**src/soc_config.svh**
```systemverilog
`ifndef SOC_CONFIG_SVH
`define SOC_CONFIG_SVH

// ====================
// memory map
// ====================

// ram window starts here, one 32-bit word per entry
`define SOC_RAM_BASE 32'h0000_0000
`define SOC_RAM_WORDS 1024

// peripheral registers, one word each
`define SOC_KEY_ADDR 32'h1000_0000
`define SOC_UART_DATA 32'h1000_0004
`define SOC_UART_STATUS 32'h1000_0008

// ====================
// uart
// ====================

// bit time in CLOCK_50 cycles, short for simulation
`define SOC_UART_CLKS_PER_BIT 16

// byte fifo slots, also the credit count after reset
`define SOC_UART_FIFO_DEPTH 4

// ====================
// interrupts
// ====================

// vector raised for a key press with a printable code
`define SOC_KEY_IRQ_VECTOR 4'd1

`endif

```
**src/soc_pkg.sv**
```systemverilog
package soc_pkg;

    // ====================
    // cpu data bus
    // ====================

    // one request cycle from the cpu
    // read is held until read_done, write is a single strobe
    typedef struct packed {
        logic [31:0] address;
        logic [31:0] write_data;
        logic        read;
        logic        write;
    } bus_req_t;

    // controller answer
    // read_data only meaningful while read_done is high
    typedef struct packed {
        logic        read_done;
        logic [31:0] read_data;
    } bus_rsp_t;

    // ====================
    // keyboard
    // ====================

    // one decoded key from the ps/2 receiver
    // valid is a single-cycle pulse
    typedef struct packed {
        logic       valid;
        logic [7:0] scan;
        // zero when the scan code has no mapping
        logic [7:0] ascii;
        // cleared for a release (code after F0)
        logic       make;
    } key_event_t;

    // ====================
    // address decode
    // ====================

    // target of a bus cycle
    typedef enum logic [2:0] {
        region_ram,
        region_key,
        region_uart_data,
        region_uart_status,
        region_none
    } region_t;

endpackage

```
**src/ps2_keyboard.sv**
```systemverilog
module ps2_keyboard (
    input  logic                 CLOCK_50,
    input  logic                 KEY0,
    input  logic                 ps2_clk,
    input  logic                 ps2_dat,
    output soc_pkg::key_event_t  key
);
    import soc_pkg::*;

    // two-flop synchronizers, idle lines are high
    logic [1:0] clk_sync;
    logic [1:0] dat_sync;
    logic       clk_prev;
    logic       clk_fall;

    // frame assembly
    logic [9:0]  frame_q;
    logic [3:0]  bit_cnt;
    logic [10:0] frame_full;
    logic        frame_ok;
    logic [7:0]  frame_data;
    logic        break_q;
    key_event_t  key_next;

    // set 2 scan codes, letters and digits only
    function automatic logic [7:0] scan_to_ascii(input logic [7:0] code);
        logic [7:0] ascii;
        case (code)
            8'h1c: ascii = "a";
            8'h32: ascii = "b";
            8'h21: ascii = "c";
            8'h23: ascii = "d";
            8'h24: ascii = "e";
            8'h2b: ascii = "f";
            8'h34: ascii = "g";
            8'h33: ascii = "h";
            8'h43: ascii = "i";
            8'h3b: ascii = "j";
            8'h42: ascii = "k";
            8'h4b: ascii = "l";
            8'h3a: ascii = "m";
            8'h31: ascii = "n";
            8'h44: ascii = "o";
            8'h4d: ascii = "p";
            8'h15: ascii = "q";
            8'h2d: ascii = "r";
            8'h1b: ascii = "s";
            8'h2c: ascii = "t";
            8'h3c: ascii = "u";
            8'h2a: ascii = "v";
            8'h1d: ascii = "w";
            8'h22: ascii = "x";
            8'h35: ascii = "y";
            8'h1a: ascii = "z";
            8'h45: ascii = "0";
            8'h16: ascii = "1";
            8'h1e: ascii = "2";
            8'h26: ascii = "3";
            8'h25: ascii = "4";
            8'h2e: ascii = "5";
            8'h36: ascii = "6";
            8'h3d: ascii = "7";
            8'h3e: ascii = "8";
            8'h46: ascii = "9";
            default: ascii = 8'h00;
        endcase
        return ascii;
    endfunction

    // ====================
    // line sync
    // ====================

    always_ff @(posedge CLOCK_50 or negedge KEY0) begin
        if (!KEY0) begin
            clk_sync <= 2'b11;
            dat_sync <= 2'b11;
            clk_prev <= 1'b1;
        end else begin
            clk_sync <= {clk_sync[0], ps2_clk};
            dat_sync <= {dat_sync[0], ps2_dat};
            clk_prev <= clk_sync[1];
        end
    end

    // data is sampled on the falling ps/2 clock
    assign clk_fall = clk_prev & ~clk_sync[1];

    // ====================
    // frame check
    // ====================

    // bit 0 start, 8:1 data lsb first, 9 odd parity, 10 stop
    assign frame_full = {dat_sync[1], frame_q};
    assign frame_data = frame_full[8:1];
    assign frame_ok = ~frame_full[0] & frame_full[10] & (^frame_full[9:1]);

    always_comb begin
        key_next.valid = 1'b1;
        key_next.scan = frame_data;
        key_next.ascii = scan_to_ascii(frame_data);
        key_next.make = ~break_q;
    end

    always_ff @(posedge CLOCK_50 or negedge KEY0) begin
        if (!KEY0) begin
            frame_q <= '0;
            bit_cnt <= '0;
            break_q <= 1'b0;
            key <= '0;
        end else begin
            key.valid <= 1'b0;
            if (clk_fall) begin
                if (bit_cnt == 4'd10) begin
                    // eleventh bit closes the frame
                    bit_cnt <= '0;
                    if (frame_ok) begin
                        if (frame_data == 8'hf0) begin
                            // release prefix, next code is a break
                            break_q <= 1'b1;
                        end else begin
                            key <= key_next;
                            break_q <= 1'b0;
                        end
                    end
                end else begin
                    frame_q <= {dat_sync[1], frame_q[9:1]};
                    bit_cnt <= bit_cnt + 4'd1;
                end
            end
        end
    end

endmodule

```
**config.mk**
```make
export PLATFORM = sky130hd
export DESIGN_NAME = ps2_keyboard
export DESIGN_NICKNAME = d
export VERILOG_FILES = /design/src/soc_config.svh /design/src/soc_pkg.sv /design/src/ps2_keyboard.sv
export SDC_FILE = /design/constraint.sdc
export NUM_CORES = 1
export LEC_CHECK = 0
export BUFFER_PORTS_ARGS = -buffer_cell sky130_fd_sc_hd__buf_2
export CORE_UTILIZATION = 40
export CTS_CLUSTER_DIAMETER = 120
export DETAILED_ROUTE_END_ITERATION = 7
export GPL_TIMING_DRIVEN = 0
export PLACE_DENSITY = 0.54
export RECOVER_POWER = 50
export SETUP_SLACK_MARGIN = 0.2
export SYNTH_ARGS = -nofsm -noshare
export SYNTH_HDL_FRONTEND = slang
export SYNTH_SLANG_ARGS = --single-unit
```
**constraint.sdc**
```tcl
create_clock -name CLOCK_50 -period 6.6 [get_ports CLOCK_50]
set_input_delay 0.99 -clock CLOCK_50 [delete_from_list [all_inputs] [get_ports CLOCK_50]]
set_output_delay 0.99 -clock CLOCK_50 [all_outputs]
set_load 0.005 [all_outputs]
```
==> key figures <==
Power
  • Pwr Total: 0.00120 W
  • Max VDD drop: 0.144 mV
  • Power density over the cells: 483 nW/um^2
  • Static leakage: 1.09 nW
  • Switching power total: 0.000547 W
  • Logic pwr share: 56.7%
  • Clock power frac: 13.8%
  • Switching Share: 45.8%
  • Internal: 0.000648 W
  • Reg power frac: 29.6%

Clocking
  • Post-CTS Hold Buffers: 0
  • Worst skew pair latency: 0.29 ns
  • CTS sink count: 37
  • Clk slew on worst S/H paths: 0.07 ns
  • CTS Buffer Depth: 2
  • CTS tree: done
  • Post-CTS Setup Bufs: 0
  • Post-CTS sizing: 0
  • TritonCTS Buffers: 5
  • Clock Root Buffer: clkbuf_8
  • H-tree depth: 2

Worst setup path
  • Crit path kind: register to register
  • Cells along the critical path: clkbuf_1, inv_1, ha_1, xnor3_1, xnor2_1, or3_1, buf_6, buf_6, a22o_1
  • CP most frequent cell: buf_6
  • Reg2reg setup slack: 3.65 ns
  • Critical path peak fanout: 10
  • Worst path slowest cell: ha_1
  • Worst setup SP type: register
  • Crit. End Element: register
  • Crit path arrival time: 3.13 ns
  • Reg2reg start: frame_q[2]
  • Worst Path Required: 6.78 ns
  • R2R Path End: key[3]
  • Slowest stage delay, CP: 0.44 ns
  • Worst Setup SP: frame_q[2]
  • FF-to-FF path depth: 9
  • Worst Setup EP: key[3]

Synth
  • Mux cell area share after synthesis: 5.58%
  • Mapped Cells: 232
  • Synthesis-stage register bit count: 37
  • Adder and majority gate portion of the synthesized area: 5.70%
  • Synthesis warning total: 0
  • Largest family of logic cells by synthesized area: compound AO/OA/AOI/OAI gates
  • Avg Inst Size Synth: 9.46 um^2
  • Yosys cell types: 49
  • Post-synthesis xor/xnor area fraction: 2.22%
  • Syn nets: 246
  • Synth Area in Simple Gates: 15.7%
  • Number of synthesized flops with an enable pin: 0
  • Synth async-reset ratio: 100%
  • Top FF cell, synth: dfrtp_1
  • Sequential share of the synthesized area: 42.5%
  • Synthesized cell area: 2200 um^2
  • Post-synthesis compound-gate area fraction: 22.6%

Cells and area
  • Area Growth Syn to Fin: 12.8%
  • Share of layout cells above drive strength 1: 19.2%
  • Nets: 273
  • Antenna diode instance count: 0
  • Design area: 2480 um^2

Timing
  • Final Cycle Share: 44.7%
  • Worst Tran Pin Value: 1.97 ns
  • RSZ-0062 raised after global routing: no
  • Relative slew margins: -31.6%
  • Tmin final: 2.95 ns
  • Clk_skew: 0.00820 ns
  • Hold Vio Cnt, Final: 0
  • Total negative slack: 0 ns
  • Worst hold slack: 0.356 ns
  • Highest attainable clock frequency: 0.339 GHz
  • Final slew viol count: 38
  • # setup viols final: 0

Floorplan
  • Placeable Area: 5200 um^2
  • Die ar.: 5790 um^2
  • Die X: 76.1 um
  • Die Ht: 76.1 um
  • Row count: 26
  • Initial core utilization: 42.2%
  • Io pins: 22

Status
  • Status: complete, but fails checks
  • Failing checks: capacitance limit, slew limit

Global route
  • GRT overflow: 0
  • Initial antenna violation count: 0
  • GR Util All Layers: 18.8%
  • Largest net degree at the start of global routing: 38
  • Vias in the first global route: 1721
  • First-pass GRT wire length: 8590 um

Worst hold path
  • Worst min path class: register to register
  • Hold Path Cell Cnt: 0

Placed design
  • Gpl congestion: 0.938
  • Area after DPL: 2380 um^2
  • Port Buffer Count: 20
  • Dpl hpwl: 3710 um

Drt
  • DR iter-0 viols: 203
  • Total number of vias: 1910
  • Antenna viol nets, final: 0
  • DRC: 0
  • WL per Instance: 15.7 um
  • Routed wire length: 5170 um
  • DR vias/cell: 5.79
  • DRT Pass-1 Iters: 5

Job
  • Maxcap violations: 1
-- synthesized netlist by cell type, drive strengths merged, types with 6 or more instances --
master / n / area, um^2
dfrtp: 32 / 801
nand2: 29 / 109
o21ai: 24 / 120
a21oi: 12 / 60.1
buf: 10 / 61.3
ha: 10 / 125
mux2: 10 / 113
nor2: 9 / 41.3
clkbuf: 8 / 30.0
inv: 8 / 30.0
nand3: 7 / 35.0
o211ai: 7 / 52.6
a22o: 6 / 52.6
nand2b: 6 / 37.5
nor2b: 6 / 37.5
-- worst min path at each step --
stage	from	to
final	dat_sync[0]	dat_sync[1]
after global routing	dat_sync[0]	dat_sync[1]
after CTS	dat_sync[0]	dat_sync[1]
after detailed placement	dat_sync[0]	dat_sync[1]
after global placement	clk_sync[0]	clk_sync[1]
after floorplan	clk_sync[0]	clk_sync[1]
-- power groups by stage --
stage | Clock, W | Sequential [W] | Combinational, W
after floorplan | 0 | 0.000344 | 0.000492
after global routing | 0.000184 | 0.000364 | 0.000742
final | 0.000165 | 0.000353 | 0.000678
after detailed placement | 0 | 0.000358 | 0.000659
after CTS | 0.000170 | 0.000354 | 0.000660
after global placement | 0 | 0.000355 | 0.000670
-- critical path: cells and delay by family, from the launching register on --
| kind | cells | cell delay (ns) |
|---|---|---|
| flops | 1 | 0.39 |
| simple gates | 1 | 0.32 |
| buf+inv | 4 | 0.89 |
| xor+xnor | 2 | 0.57 |
| compound gates | 1 | 0.22 |
| fa+ha+maj | 1 | 0.44 |
-- kinds of logic after synthesis --
group | after synthesis
flops | 37
compound gates | 75
mux | 11
buf+inv | 26
other cells | 1
fa+ha+maj | 10
xor+xnor | 4
simple gates | 68
-- routing by layer --
metal	up-vias	GRT usage (%)	wire, um
met2	94	28.8	2240
met3	18	4.91	435
met5	-	0	0
met1	900	25.5	2390
met4	0	6.92	111
li1	898	-	-
-- final cells by class --
cell class | count | area (um^2)
Inverter | 8 | 30.0
Clock inverter | 1 | 7.51
Buffer | 18 | 91.3
Sequential cell | 37 | 932
Tap cell | 70 | 87.6
Multi-Input combinational cell | 169 | 1140
Clock buffer | 7 | 86.3
Fill cell | 522 | 2730
Timing Repair Buffer | 20 | 98.8
-- cells in the final DEF, fill, tap and decap left out, drive strengths merged, types with 2 or more instances in the layout --
master,n
ha,10
clkbuf,16
nand4,3
o31ai,2
nor2b,6
o2111ai,2
nor2,9
nand2,29
a21oi,12
mux2,10
inv,8
o211ai,7
a311o,2
nor3b,3
a211oi,5
dfstp,5
o22ai,2
xnor2,3
a22o,6
a21boi,2
o21ai,24
nand3,7
nand2b,6
dfrtp,32
buf,29
-- flip-flops by register name (all words and copies together), names as in the netlist --
name      cells
break_q       1
bit_cnt       4
key          17
frame_q      10
clk_prev      1
dat_sync      2
clk_sync      2
-- stage by stage --
stage | worst slack [ns] | std cells | utilization [%]
detailed placement | 3.70 | 322 | 45.8
floorplan | 4.04 | 232 | -
global route | 3.50 | 330 | 47.6
finish | 3.65 | 330 | 47.6
global placement | 3.64 | 322 | 45.8
CTS | 3.68 | 330 | 47.6
Note: power is estimated with default switching activity, not from simulation.
