===== src/soc_config.svh =====
`ifndef SOC_CONFIG_SVH
`define SOC_CONFIG_SVH

// ====================
// memory map
// ====================

// ram window starts here, one 32-bit word per entry
`define SOC_RAM_BASE 32'h0000_0000
`define SOC_RAM_WORDS 1024

// peripheral registers, one word each
`define SOC_KEY_ADDR 32'h1000_0000
`define SOC_UART_DATA 32'h1000_0004
`define SOC_UART_STATUS 32'h1000_0008

// ====================
// uart
// ====================

// bit time in CLOCK_50 cycles, short for simulation
`define SOC_UART_CLKS_PER_BIT 16

// byte fifo slots, also the credit count after reset
`define SOC_UART_FIFO_DEPTH 4

// ====================
// interrupts
// ====================

// vector raised for a key press with a printable code
`define SOC_KEY_IRQ_VECTOR 4'd1

`endif


===== src/uart_tx.sv =====
`include "soc_config.svh"

module uart_tx (
    input  logic       CLOCK_50,
    input  logic       KEY0,
    input  logic       tx_push,
    input  logic [7:0] tx_byte,
    output logic       tx_credit,
    output logic       uart_txd
);

    localparam int DEPTH = `SOC_UART_FIFO_DEPTH;
    localparam int PTR_W = $clog2(DEPTH);
    localparam int CNT_W = $clog2(DEPTH + 1);
    localparam int CLKS = `SOC_UART_CLKS_PER_BIT;
    localparam int TICK_W = $clog2(CLKS);

    // ====================
    // byte fifo
    // ====================

    logic [7:0]       fifo_mem [DEPTH];
    logic [PTR_W-1:0] wr_ptr;
    logic [PTR_W-1:0] rd_ptr;
    logic [CNT_W-1:0] count;
    logic             push_ok;
    logic             pop;

    // serializer state
    logic              busy;
    logic [TICK_W-1:0] tick;
    logic [3:0]        bit_idx;
    logic [9:0]        shift_q;
    logic              last_tick;

    // credits keep the fifo from overflowing, full check is a guard only
    assign push_ok = tx_push && (count != CNT_W'(DEPTH));

    // end of the stop bit, next byte may start right away
    assign last_tick = busy && (tick == TICK_W'(CLKS - 1)) && (bit_idx == 4'd9);
    assign pop = (!busy || last_tick) && (count != '0);

    // one credit back per byte leaving the fifo
    assign tx_credit = pop;

    always_ff @(posedge CLOCK_50) begin
        if (push_ok) begin
            fifo_mem[wr_ptr] <= tx_byte;
        end
    end

    always_ff @(posedge CLOCK_50 or negedge KEY0) begin
        if (!KEY0) begin
            wr_ptr <= '0;
            rd_ptr <= '0;
            count <= '0;
        end else begin
            if (push_ok) begin
                wr_ptr <= (wr_ptr == PTR_W'(DEPTH - 1)) ? '0 : wr_ptr + 1'b1;
            end
            if (pop) begin
                rd_ptr <= (rd_ptr == PTR_W'(DEPTH - 1)) ? '0 : rd_ptr + 1'b1;
            end
            case ({push_ok, pop})
                2'b10: count <= count + 1'b1;
                2'b01: count <= count - 1'b1;
                default: count <= count;
            endcase
        end
    end

    // ====================
    // 8n1 serializer
    // ====================

    always_ff @(posedge CLOCK_50 or negedge KEY0) begin
        if (!KEY0) begin
            busy <= 1'b0;
            tick <= '0;
            bit_idx <= '0;
            // all ones keeps the line idle
            shift_q <= '1;
        end else if (pop) begin
            // stop, data lsb first, start in bit 0
            shift_q <= {1'b1, fifo_mem[rd_ptr], 1'b0};
            busy <= 1'b1;
            tick <= '0;
            bit_idx <= '0;
        end else if (busy) begin
            if (tick == TICK_W'(CLKS - 1)) begin
                tick <= '0;
                shift_q <= {1'b1, shift_q[9:1]};
                if (bit_idx == 4'd9) begin
                    busy <= 1'b0;
                end else begin
                    bit_idx <= bit_idx + 4'd1;
                end
            end else begin
                tick <= tick + 1'b1;
            end
        end
    end

    assign uart_txd = shift_q[0];

endmodule

===== config.mk =====
export PLATFORM = sky130hd
export DESIGN_NAME = uart_tx
export DESIGN_NICKNAME = d
export VERILOG_FILES = /design/src/uart_tx.sv
export VERILOG_INCLUDE_DIRS = /design/src
export SDC_FILE = /design/constraint.sdc
export NUM_CORES = 1
export LEC_CHECK = 0
export BUFFER_PORTS_ARGS = -buffer_cell sky130_fd_sc_hd__buf_4
export CORE_ASPECT_RATIO = 1.2
export CORE_MARGIN = 1
export CORE_UTILIZATION = 35
export CTS_CLUSTER_DIAMETER = 30
export DETAILED_ROUTE_END_ITERATION = 8
export SYNTH_ARGS = -nofsm -noshare
export SYNTH_HDL_FRONTEND = slang
export SYNTH_SLANG_ARGS = --single-unit

===== constraint.sdc =====
create_clock -name CLOCK_50 -period 3.85 [get_ports CLOCK_50]
set_clock_uncertainty 0.05 [all_clocks]
set_input_delay 0.385 -clock CLOCK_50 [delete_from_list [all_inputs] [get_ports CLOCK_50]]
set_output_delay 0.385 -clock CLOCK_50 [all_outputs]
set_load 0.005 [all_outputs]

==> key figures, run 1 <==
Floorplan
  • Chip width: 80.6 um
  • Initial Util: between 30% and 40%
  • Die Y: between 90 and 100 um
  • CORE AREA: 0.00723 mm2
  • Row cnt: 34
  • Ports: 13
  • Die ar.: 0.00777 mm2

Finish
  • Inserted Diodes: 0
  • Final-stage net count: 221
  • Finished Cell Area: 0.00298 mm2
  • FILL cells: roughly 670
  • Share of cells above drive strength 1: a little over a quarter
  • Most frequent cells in the layout: edfxtp_1 (32), nand2_1 (18), inv_1 (17), dfrtp_1 (16), buf_4 (12)
  • Area growth from synthesis to layout: 14.6%
  • Commonest non-fill, non-tap cell in the layout: edfxtp_1

STA
  • Pins Over Slew Limit: 0
  • Slew @ Worst Pin: just under 600 ps
  • Final hold viol count: 0
  • Tcrit/Tclk final: a little over two thirds
  • Endpoints failing setup: 0
  • FMAX: 368 MHz
  • Fin crit period: 2720 ps
  • Max transition margin: around 61%
  • RSZ-0062 raised after global routing: no
  • Final setup TNS: 0 ps

Clocking
  • Root buffer cell: clkbuf_8
  • Post_cts resized: 0
  • H-tree Lvls: 3
  • Clock Sink Count: 57
  • Clock Path Buffers: 2
  • Clk slew on worst S/H paths: 70 ps
  • Hold_buf cts: 1
  • CTS tree: done
  • Number of buffers created by CTS: 9
  • Number of setup buffers added after CTS: 0
  • Clock Latency Late Sink: between 300 and 400 ps

Route
  • 1st-iter DRT viols: 85
  • Routed wire per std cell: 14.4 um
  • Total wire length: 4260 um
  • DRT antenna net count: 0
  • Drt via density: 4.81
  • Detailed Routing Iterations Pass 1: 4
  • DRC Markers: 0
  • Vias: 1418

Setup path
  • CP Data Required Time: 4050 ps
  • CP endpoint kind: register
  • Crit Path Category: reg -> reg
  • Worst setup SP type: register
  • WP data arrival: between 2000 and 3000 ps
  • Crit-path max FO: 14

Synthesis
  • Synth Cell Area: ~0.0026 mm2
  • Yosys warning count: 0
  • Synthesized Nets: 203
  • Yosys cell types: 41
  • Synthesized instance count: ~180
  • Syn_area_per_cell: 14.3 um2
  • Sequential share of the synthesized area: approximately three fifths
  • Register bit count reported by yosys: 57

Global route
  • Initial antenna violation count: 0
  • GRT Util Overall: 13.2%
  • Vias in the first global route: around 1.5k
  • Pin count of the biggest net entering global routing: 26
  • First-pass GRT wire length: just over 7000 um
  • Grt total ovfl: 0

Run status
  • Outcome: complete, no violations

Placed design
  • Port Buf Inserts: 12
  • GP Congestion: 0.714
  • DP Area: 0.00276 mm2
  • Hpwl dp: between 2000 and 3000 um

Pwr
  • PwrDens: approximately 670 mW/mm2
  • LEAKAGE: 1.14 nW
  • VDD IR max: 0.000383 V

Worst hold path
  • Worst min path class: in -> reg

Job
  • Max-Cap Viols: 0
## where the power goes
part | switching, mW | internal, mW
Combinational | 0.236 | 0.200
Sequential | 0.111 | 0.849
Clock | 0.236 | 0.357
## cell families after synthesis
logic type | count (synthesis) | synth area share [%]
compound gates | 33 | 11.8
simple gates | 45 | 8.34
buf+inv | 23 | 4.10
fa+ha+maj | 10 | 5.11
flops | 57 | 61.5
xor+xnor | 4 | 1.35
mux | 10 | 7.81
## critical path, cell delays in order (launching register included)
cell and delay (ps):
dfrtp_1 400, ha_1 250, nand3_2 160, o31ai_4 360, and2_4 350, ha_1 220, inv_1 60, fa_1 370
xor2_1 150, nor2_1 110, xor2_1 160
## worst paths after layout
check / start / end / slack (ps) / cells after the start
hold reg to reg: shift_q[1] / shift_q[0] / 440 / 2
max in group asynchronous: KEY0 / shift_q[3] / 3000 / 2
setup reg to reg: tick[0] / count[2] / 1130 / 10
hold / removal: tx_byte[0] / fifo_mem[2][0] / 200 / 1
setup / recovery: tick[0] / count[2] / 1130 / 10
min in group asynchronous: KEY0 / tick[2] / 440 / 2
## final cells by class
| cell class | count | area, um2 | area share, % |
|---|---|---|---|
| clock inverters | 7 | 85.1 | 2.86 |
| well taps | 90 | 113 | 3.78 |
| clock buffers | 9 | 124 | 4.16 |
| repair buffers | 13 | 100 | 3.36 |
| inverters | 17 | 63.8 | 2.14 |
| multi-input cells | 102 | 892 | 30.0 |
| flip-flops and latches | 57 | 1600 | 53.7 |
## routing by layer
metal | wire, um | track usage, %
met3 | 142 | 4.64
met2 | 2070 | 21.0
met4 | 45 | 6.10
met5 | 0 | 0
met1 | 2000 | 15.8
## registers in the layout, summed over array words and instances, names as in the netlist
register  count
busy          1
rd_ptr        2
fifo_mem     32
wr_ptr        2
count         3
tick          4
shift_q       9
bit_idx       4
## cells in the mapped netlist, drive strengths merged
cell,number,area [um2]
a211oi,1,7.51
a21boi,1,7.51
a21o,3,23.8
a21oi,3,15.0
a22o,1,8.76
a22oi,1,7.51
a31oi,1,6.26
and2,5,33.8
and3,1,6.26
buf,4,35.0
clkbuf,2,7.51
dfrtp,16,400
dfstp,9,236
edfxtp,32,961
fa,1,20.0
ha,9,113
inv,17,63.8
mux2,2,22.5
mux4,8,180
nand2,18,67.6
nand3,11,60.1
nor2,5,18.8
nor2b,2,12.5
nor3,1,5.00
nor4,1,6.26
o211ai,1,7.51
o21ai,9,45.0
o2bb2ai,3,26.3
o311ai,7,116
o31ai,2,33.8
or3,1,6.26
xnor2,1,8.76
xor2,3,26.3
## per-stage QoR
stage	utilization, %	cells	hold WS [ps]	setup slack (ps)	power [mW]
after floorplan	-	182	39.4	1330	1.30
after global placement	38.1	278	264	1220	1.40
after detailed placement	38.1	278	266	1120	1.42
after CTS	41.1	295	191	1100	2.02
after global routing	41.1	295	187	876	2.13
final	41.1	295	205	1130	1.99
Power figures use the tool's default switching activity.
==> run 2: changes to the inputs <==
Clock period 3.85 ns to 2.3 ns, I/O delays scaled along.
==> run 2 against run 1 <==
Maximum frequency grew 26%. Global-route usage grew 0.30 points. Count of clock-buffer cells in the layout is the same. Sequential share of layout area shrank 1.5 points. Non-clock buffer count grew 8.
==> key figures, run 2 (synthesis gave the netlist of run 1 again) <==
Pwr
  • PwrDens: 1100 mW/mm2
  • Sw Ratio: a little under a third
  • Combinational share of power: 23.7%
  • VDD IR max: 0.000629 V
  • Power Internal: around 2.3 mW
  • Clock power share: 28.1%
  • Reg power frac: roughly half
  • Switching power: 1.05 mW
  • LEAKAGE: 1.16 nW

STA
  • Slew @ Worst Pin: 602 ps
  • Final hold viol count: 0
  • Max transition margin: approximately 60%
  • FMAX: 463 MHz
  • Setup WS post-layout: 140 ps
  • Endpoints failing setup: 0
  • Tcrit/Tclk final: 93.9%
  • Final setup TNS: 0 ps
  • Fin crit period: 2160 ps
  • Pins Over Slew Limit: 0

Finish
  • Finished Cell Area: 0.00307 mm2
  • Area growth from synthesis to layout: 18.1%
  • FILL cells: 698
  • Largest regs: fifo_mem: 32 flops, shift_q: 9 flops
  • Share of cells above drive strength 1: between 30% and 40%
  • Commonest non-fill, non-tap cell in the layout: edfxtp_1
  • Final-stage net count: around 230
  • Most frequent cells in the layout: edfxtp_1 (32), buf_4 (20), nand2_1 (18), inv_1 (17), dfrtp_1 (14)
  • Final Util: 42.4%
  • Max reg flops: 32
  • Top reg by flops: fifo_mem
  • Inserted Diodes: 0

Clocking
  • H-tree Lvls: 3
  • CTS tree: done
  • Clock Latency Late Sink: roughly 340 ps
  • Clk slew on worst S/H paths: 70 ps
  • Clock Sink Count: 57
  • Clock Path Buffers: 2
  • Root buffer cell: clkbuf_8
  • Number of buffers created by CTS: 9

Floorplan
  • CORE AREA: 0.00723 mm2
  • Chip width: 80.6 um
  • Ports: 13
  • Initial Util: a little over a third
  • Die ar.: around 0.0078 mm2
  • Row cnt: 34
  • Die Y: 96.3 um

Placed design
  • Port Buf Inserts: 12
  • DP Area: about 0.0028 mm2
  • Hpwl dp: 2920 um
  • Worst slack at placement: 65.8 ps
  • GP Congestion: 0.724

Route
  • DRT antenna net count: 0
  • Detailed Routing Iterations Pass 1: 4
  • Total wire length: 4410 um
  • Drt via density: 4.88
  • Vias: between 1k and 1.5k
  • Top layer in use: met4
  • Routed wire per std cell: about 15 um
  • 1st-iter DRT viols: between 60 and 70
  • WL met3: about 160 um
  • DR WL met2: ~2100 um
  • DRC Markers: 0
  • Metal-1 WL: around 2000 um

Global route
  • Grt total ovfl: 0
  • Initial antenna violation count: 0
  • First-pass GRT wire length: 7270 um
  • Pin count of the biggest net entering global routing: 26
  • GRT Util Overall: 13.5%
  • Vias in the first global route: 1512

Job
  • Max-Cap Viols: 0

Setup path
  • CP cell instances: inv_1, ha_1, nand2_1, o31ai_4, and2_4, ha_4, inv_1, fa_2, xor2_1, nor2_1, xor2_1
  • Slowest CP cell: dfrtp_1
  • Worst setup SP type: register
  • Crit path max-delay family: adder cells
  • Delay of the slowest critical-path stage: 400 ps
  • Crit Path Category: reg -> reg
  • CP endpoint kind: register
  • CP bufs+invs: 2
  • Crit-path max FO: 4
  • WP data arrival: 2380 ps
  • CP Data Required Time: 2520 ps

Worst hold path
  • Worst min path class: in -> reg

Run status
  • Outcome: complete, no violations
==> run 2: cell count changes in the layout (fill, tap and decap cells not counted), sizes merged <==
cell      previous run  this run
clkinv               4         2
buf                 12        20
clkinvlp             1         3
inv                 17        18
bufinv               2         1
==> run 2: path summary, 6_finish.rpt <==
path	from	to	slack (ps)	depth (start not counted)
setup / recovery	bit_idx[1]	count[2]	140	11
max in group asynchronous	KEY0	shift_q[6]	1610	2
hold / removal	tx_byte[2]	fifo_mem[2][2]	40	1
min in group asynchronous	KEY0	count[2]	280	2
hold reg to reg	shift_q[0]	shift_q[0]	440	2
setup reg to reg	bit_idx[1]	count[2]	140	11
==> run 2: timing repair <==
action | 4_1_cts | 5_1_grt
hold buffers | 1 | 0
endpoints found under the setup margin | 0 | 2
buffers inserted | 0 | 3
hold endpoints to repair | 16 | 0
resized for setup | 0 | 2
==> run 2: cell type report <==
type	instances	area (um2)	share of cell area, %
Timing Repair Buffer	21	160	5.22
Tap cell	90	113	3.67
Clock buffer	9	124	4.04
Multi-Input combinational cell	102	927	30.2
Inverter	17	63.8	2.08
Sequential cell	57	1600	52.2
Clock inverter	7	78.8	2.57
==> run 2: stage by stage <==
stage | hold WS, ps | instances | total power, mW
global route | 24.8 | 303 | 3.59
finish | 40.1 | 303 | 3.37
global placement | 112 | 283 | 2.41
CTS | 25.1 | 300 | 3.41
detailed placement | 112 | 283 | 2.45
floorplan | -116 | 182 | 2.21
==> run 2: layer usage <==
metal,GRT usage [%],up-vias
met5,0,-
met4,8.48,0
met3,3.89,10
met2,22.0,19
met1,15.4,729
li1,-,721
==> run 2: power groups by stage <==
stage                     clock network, mW  registers [mW]  logic [mW]
final                                 0.949            1.63       0.799
after global routing                   1.02            1.66       0.915
after CTS                             0.976            1.63       0.806
after detailed placement                  0            1.65       0.803
after global placement                    0            1.63       0.777
after floorplan                           0            1.58       0.629
==> run 3: changes to the inputs <==
Settings changed: REMOVE_ABC_BUFFERS set to 1.
==> run 3 against run 2 <==
Non-clock buffer count increased by 4. Cell count increased by 1.3%. Worst hold slack improved by 8.4 ps. Wire length decreased by 4.1%. Clock power decreased by 16%. Critical path type unchanged. Largest cell class unchanged. Combinational power increased by 3.8%. Register-to-register slack about the same.
==> key figures, run 3 (synthesis gave the netlist of run 1 again) <==
Finish
  • Commonest non-fill, non-tap cell in the layout: edfxtp_1
  • Max reg flops: 32
  • Area growth from synthesis to layout: 17.3%
  • Top reg by flops: fifo_mem
  • Share of cells above drive strength 1: 33.2%
  • Most frequent cells in the layout: edfxtp_1 (32), buf_4 (24), nand2_1 (18), inv_1 (17), dfrtp_1 (16)
  • Inserted Diodes: 0
  • Final-stage net count: 233
  • Largest regs: fifo_mem: 32 flops, shift_q: 9 flops
  • FILL cells: 697
  • Final std cells w/o fill: 307

Setup path
  • Crit path from: tick[1]
  • Crit-path max FO: 3
  • Worst setup SP type: register
  • CP Data Required Time: between 2000 and 3000 ps
  • R2r setup slk: about 150 ps
  • FF-to-FF Start: tick[1]
  • WP data arrival: 2360 ps
  • FF-to-FF path depth: 10
  • FF-to-FF End: count[2]
  • CP endpoint kind: register
  • Crit Path Category: reg -> reg
  • Worst setup path end: count[2]

STA
  • FMAX: 466 MHz
  • Final hold viol count: 0
  • RSZ-0062 raised after global routing: no
  • Slew @ Worst Pin: 585 ps
  • Final setup TNS: 0 ps
  • Max transition margin: 61.0%
  • Fin crit period: 2150 ps
  • Tcrit/Tclk final: 93.4%
  • Pins Over Slew Limit: 0
  • Endpoints failing setup: 0

Floorplan
  • Row cnt: 34
  • Die ar.: between 0.007 and 0.008 mm2
  • Ports: 13
  • Initial Util: between 30% and 40%
  • CORE AREA: 0.00723 mm2
  • Chip width: roughly 80 um
  • Die Y: between 90 and 100 um

Global route
  • Pin count of the biggest net entering global routing: 26
  • Grt total ovfl: 0
  • GRT Util Overall: between 10 and 15%
  • First-pass GRT wire length: 7180 um
  • Vias in the first global route: ~1.5k
  • Initial antenna violation count: 0

Job
  • Max-Cap Viols: 0

Placed design
  • GP Congestion: 0.740
  • Placed cell count: 288
  • Port Buf Inserts: 12
  • Hpwl dp: 2880 um

Route
  • DRT antenna net count: 0
  • Detailed Routing Iterations Pass 1: 4
  • Drt via density: between 4 and 5
  • Total wire length: 4230 um
  • Vias: about 1.5k
  • 1st-iter DRT viols: 45
  • Routed wire per std cell: 13.8 um
  • DRC Markers: 0

Clocking
  • H-tree Lvls: 3
  • Root buffer cell: clkbuf_8
  • Number of buffers created by CTS: 9
  • Clock Path Buffers: 2
  • Clk slew on worst S/H paths: 70 ps
  • Clock Sink Count: 57
  • Clock Latency Late Sink: between 300 and 400 ps
  • CTS tree: done

Run status
  • Outcome: complete, no violations

Worst hold path
  • Worst min path class: in -> reg

Pwr
  • LEAKAGE: 1.18 nW
  • PwrDens: roughly 1100 mW/mm2
  • VDD IR max: 0.000436 V
  • Final Power: 3.22 mW
## run 3: area by class of cell
| type | instances | area, um2 | area share (%) |
|---|---|---|---|
| clock inverters | 6 | 33.8 | 1.11 |
| well taps | 90 | 113 | 3.70 |
| clock buffers | 10 | 138 | 4.52 |
| multi-input cells | 102 | 910 | 29.9 |
| repair buffers | 25 | 190 | 6.24 |
| inverters | 17 | 63.8 | 2.10 |
| flip-flops and latches | 57 | 1600 | 52.5 |
## run 3: worst min-delay path by stage
stage                     startpoint        endpoint  slack [ps]  cells past startpoint
after detailed placement        KEY0      bit_idx[2]         110                      1
final                     tx_byte[7]  fifo_mem[2][7]          50                      1
after global placement          KEY0      bit_idx[2]         110                      1
after global routing      tx_byte[2]  fifo_mem[2][2]          30                      1
after CTS                 tx_byte[2]  fifo_mem[1][2]          30                      1
after floorplan                 KEY0      bit_idx[0]        -120                      0
## run 3: metrics by stage
step	util, %	instance area (um2)	worst slack [ps]	hold WS [ps]
6_report	42.1	3050	152	48.5
5_1_grt	42.1	3050	27.1	28.7
4_1_cts	41.7	3010	57.8	27.8
3_5_place_dp	39.2	2830	89.4	110
3_3_place_gp	39.2	2830	126	112
2_1_floorplan	-	2550	-184	-116
## run 3: what timing repair did
item	4_1_cts	5_1_grt
hold buffers	1	0
resized for setup	0	4
setup endpoints to repair	0	1
endpoints found under the hold margin	16	0
setup buffers	0	2
## run 3: where the power goes
part | switching, mW | leakage, nW | internal, mW
Clock | 0.390 | 0.0855 | 0.409
Combinational | 0.420 | 0.519 | 0.408
Sequential | 0.174 | 0.572 | 1.42
Total | 0.984 | 1.18 | 2.24
## run 3: worst max-delay path, stage by stage (launching register included)
cell     delay (ps)
dfrtp_1         370
ha_2            190
nand3_2         100
o31ai_4         250
and2_4          200
ha_4            130
inv_1            50
fa_2            330
xor2_1          140
nor2_1          120
xor2_1          150
## run 3: metal layers
layer	routed length (um)	share of wire [%]	global-route usage, %	vias to the layer above
met2	2070	49	21.5	22
met1	1930	46	14.6	712
met5	0	0	0	-
met4	133	3.1	8.93	0
met3	98	2.3	3.41	10
li1	-	-	-	732
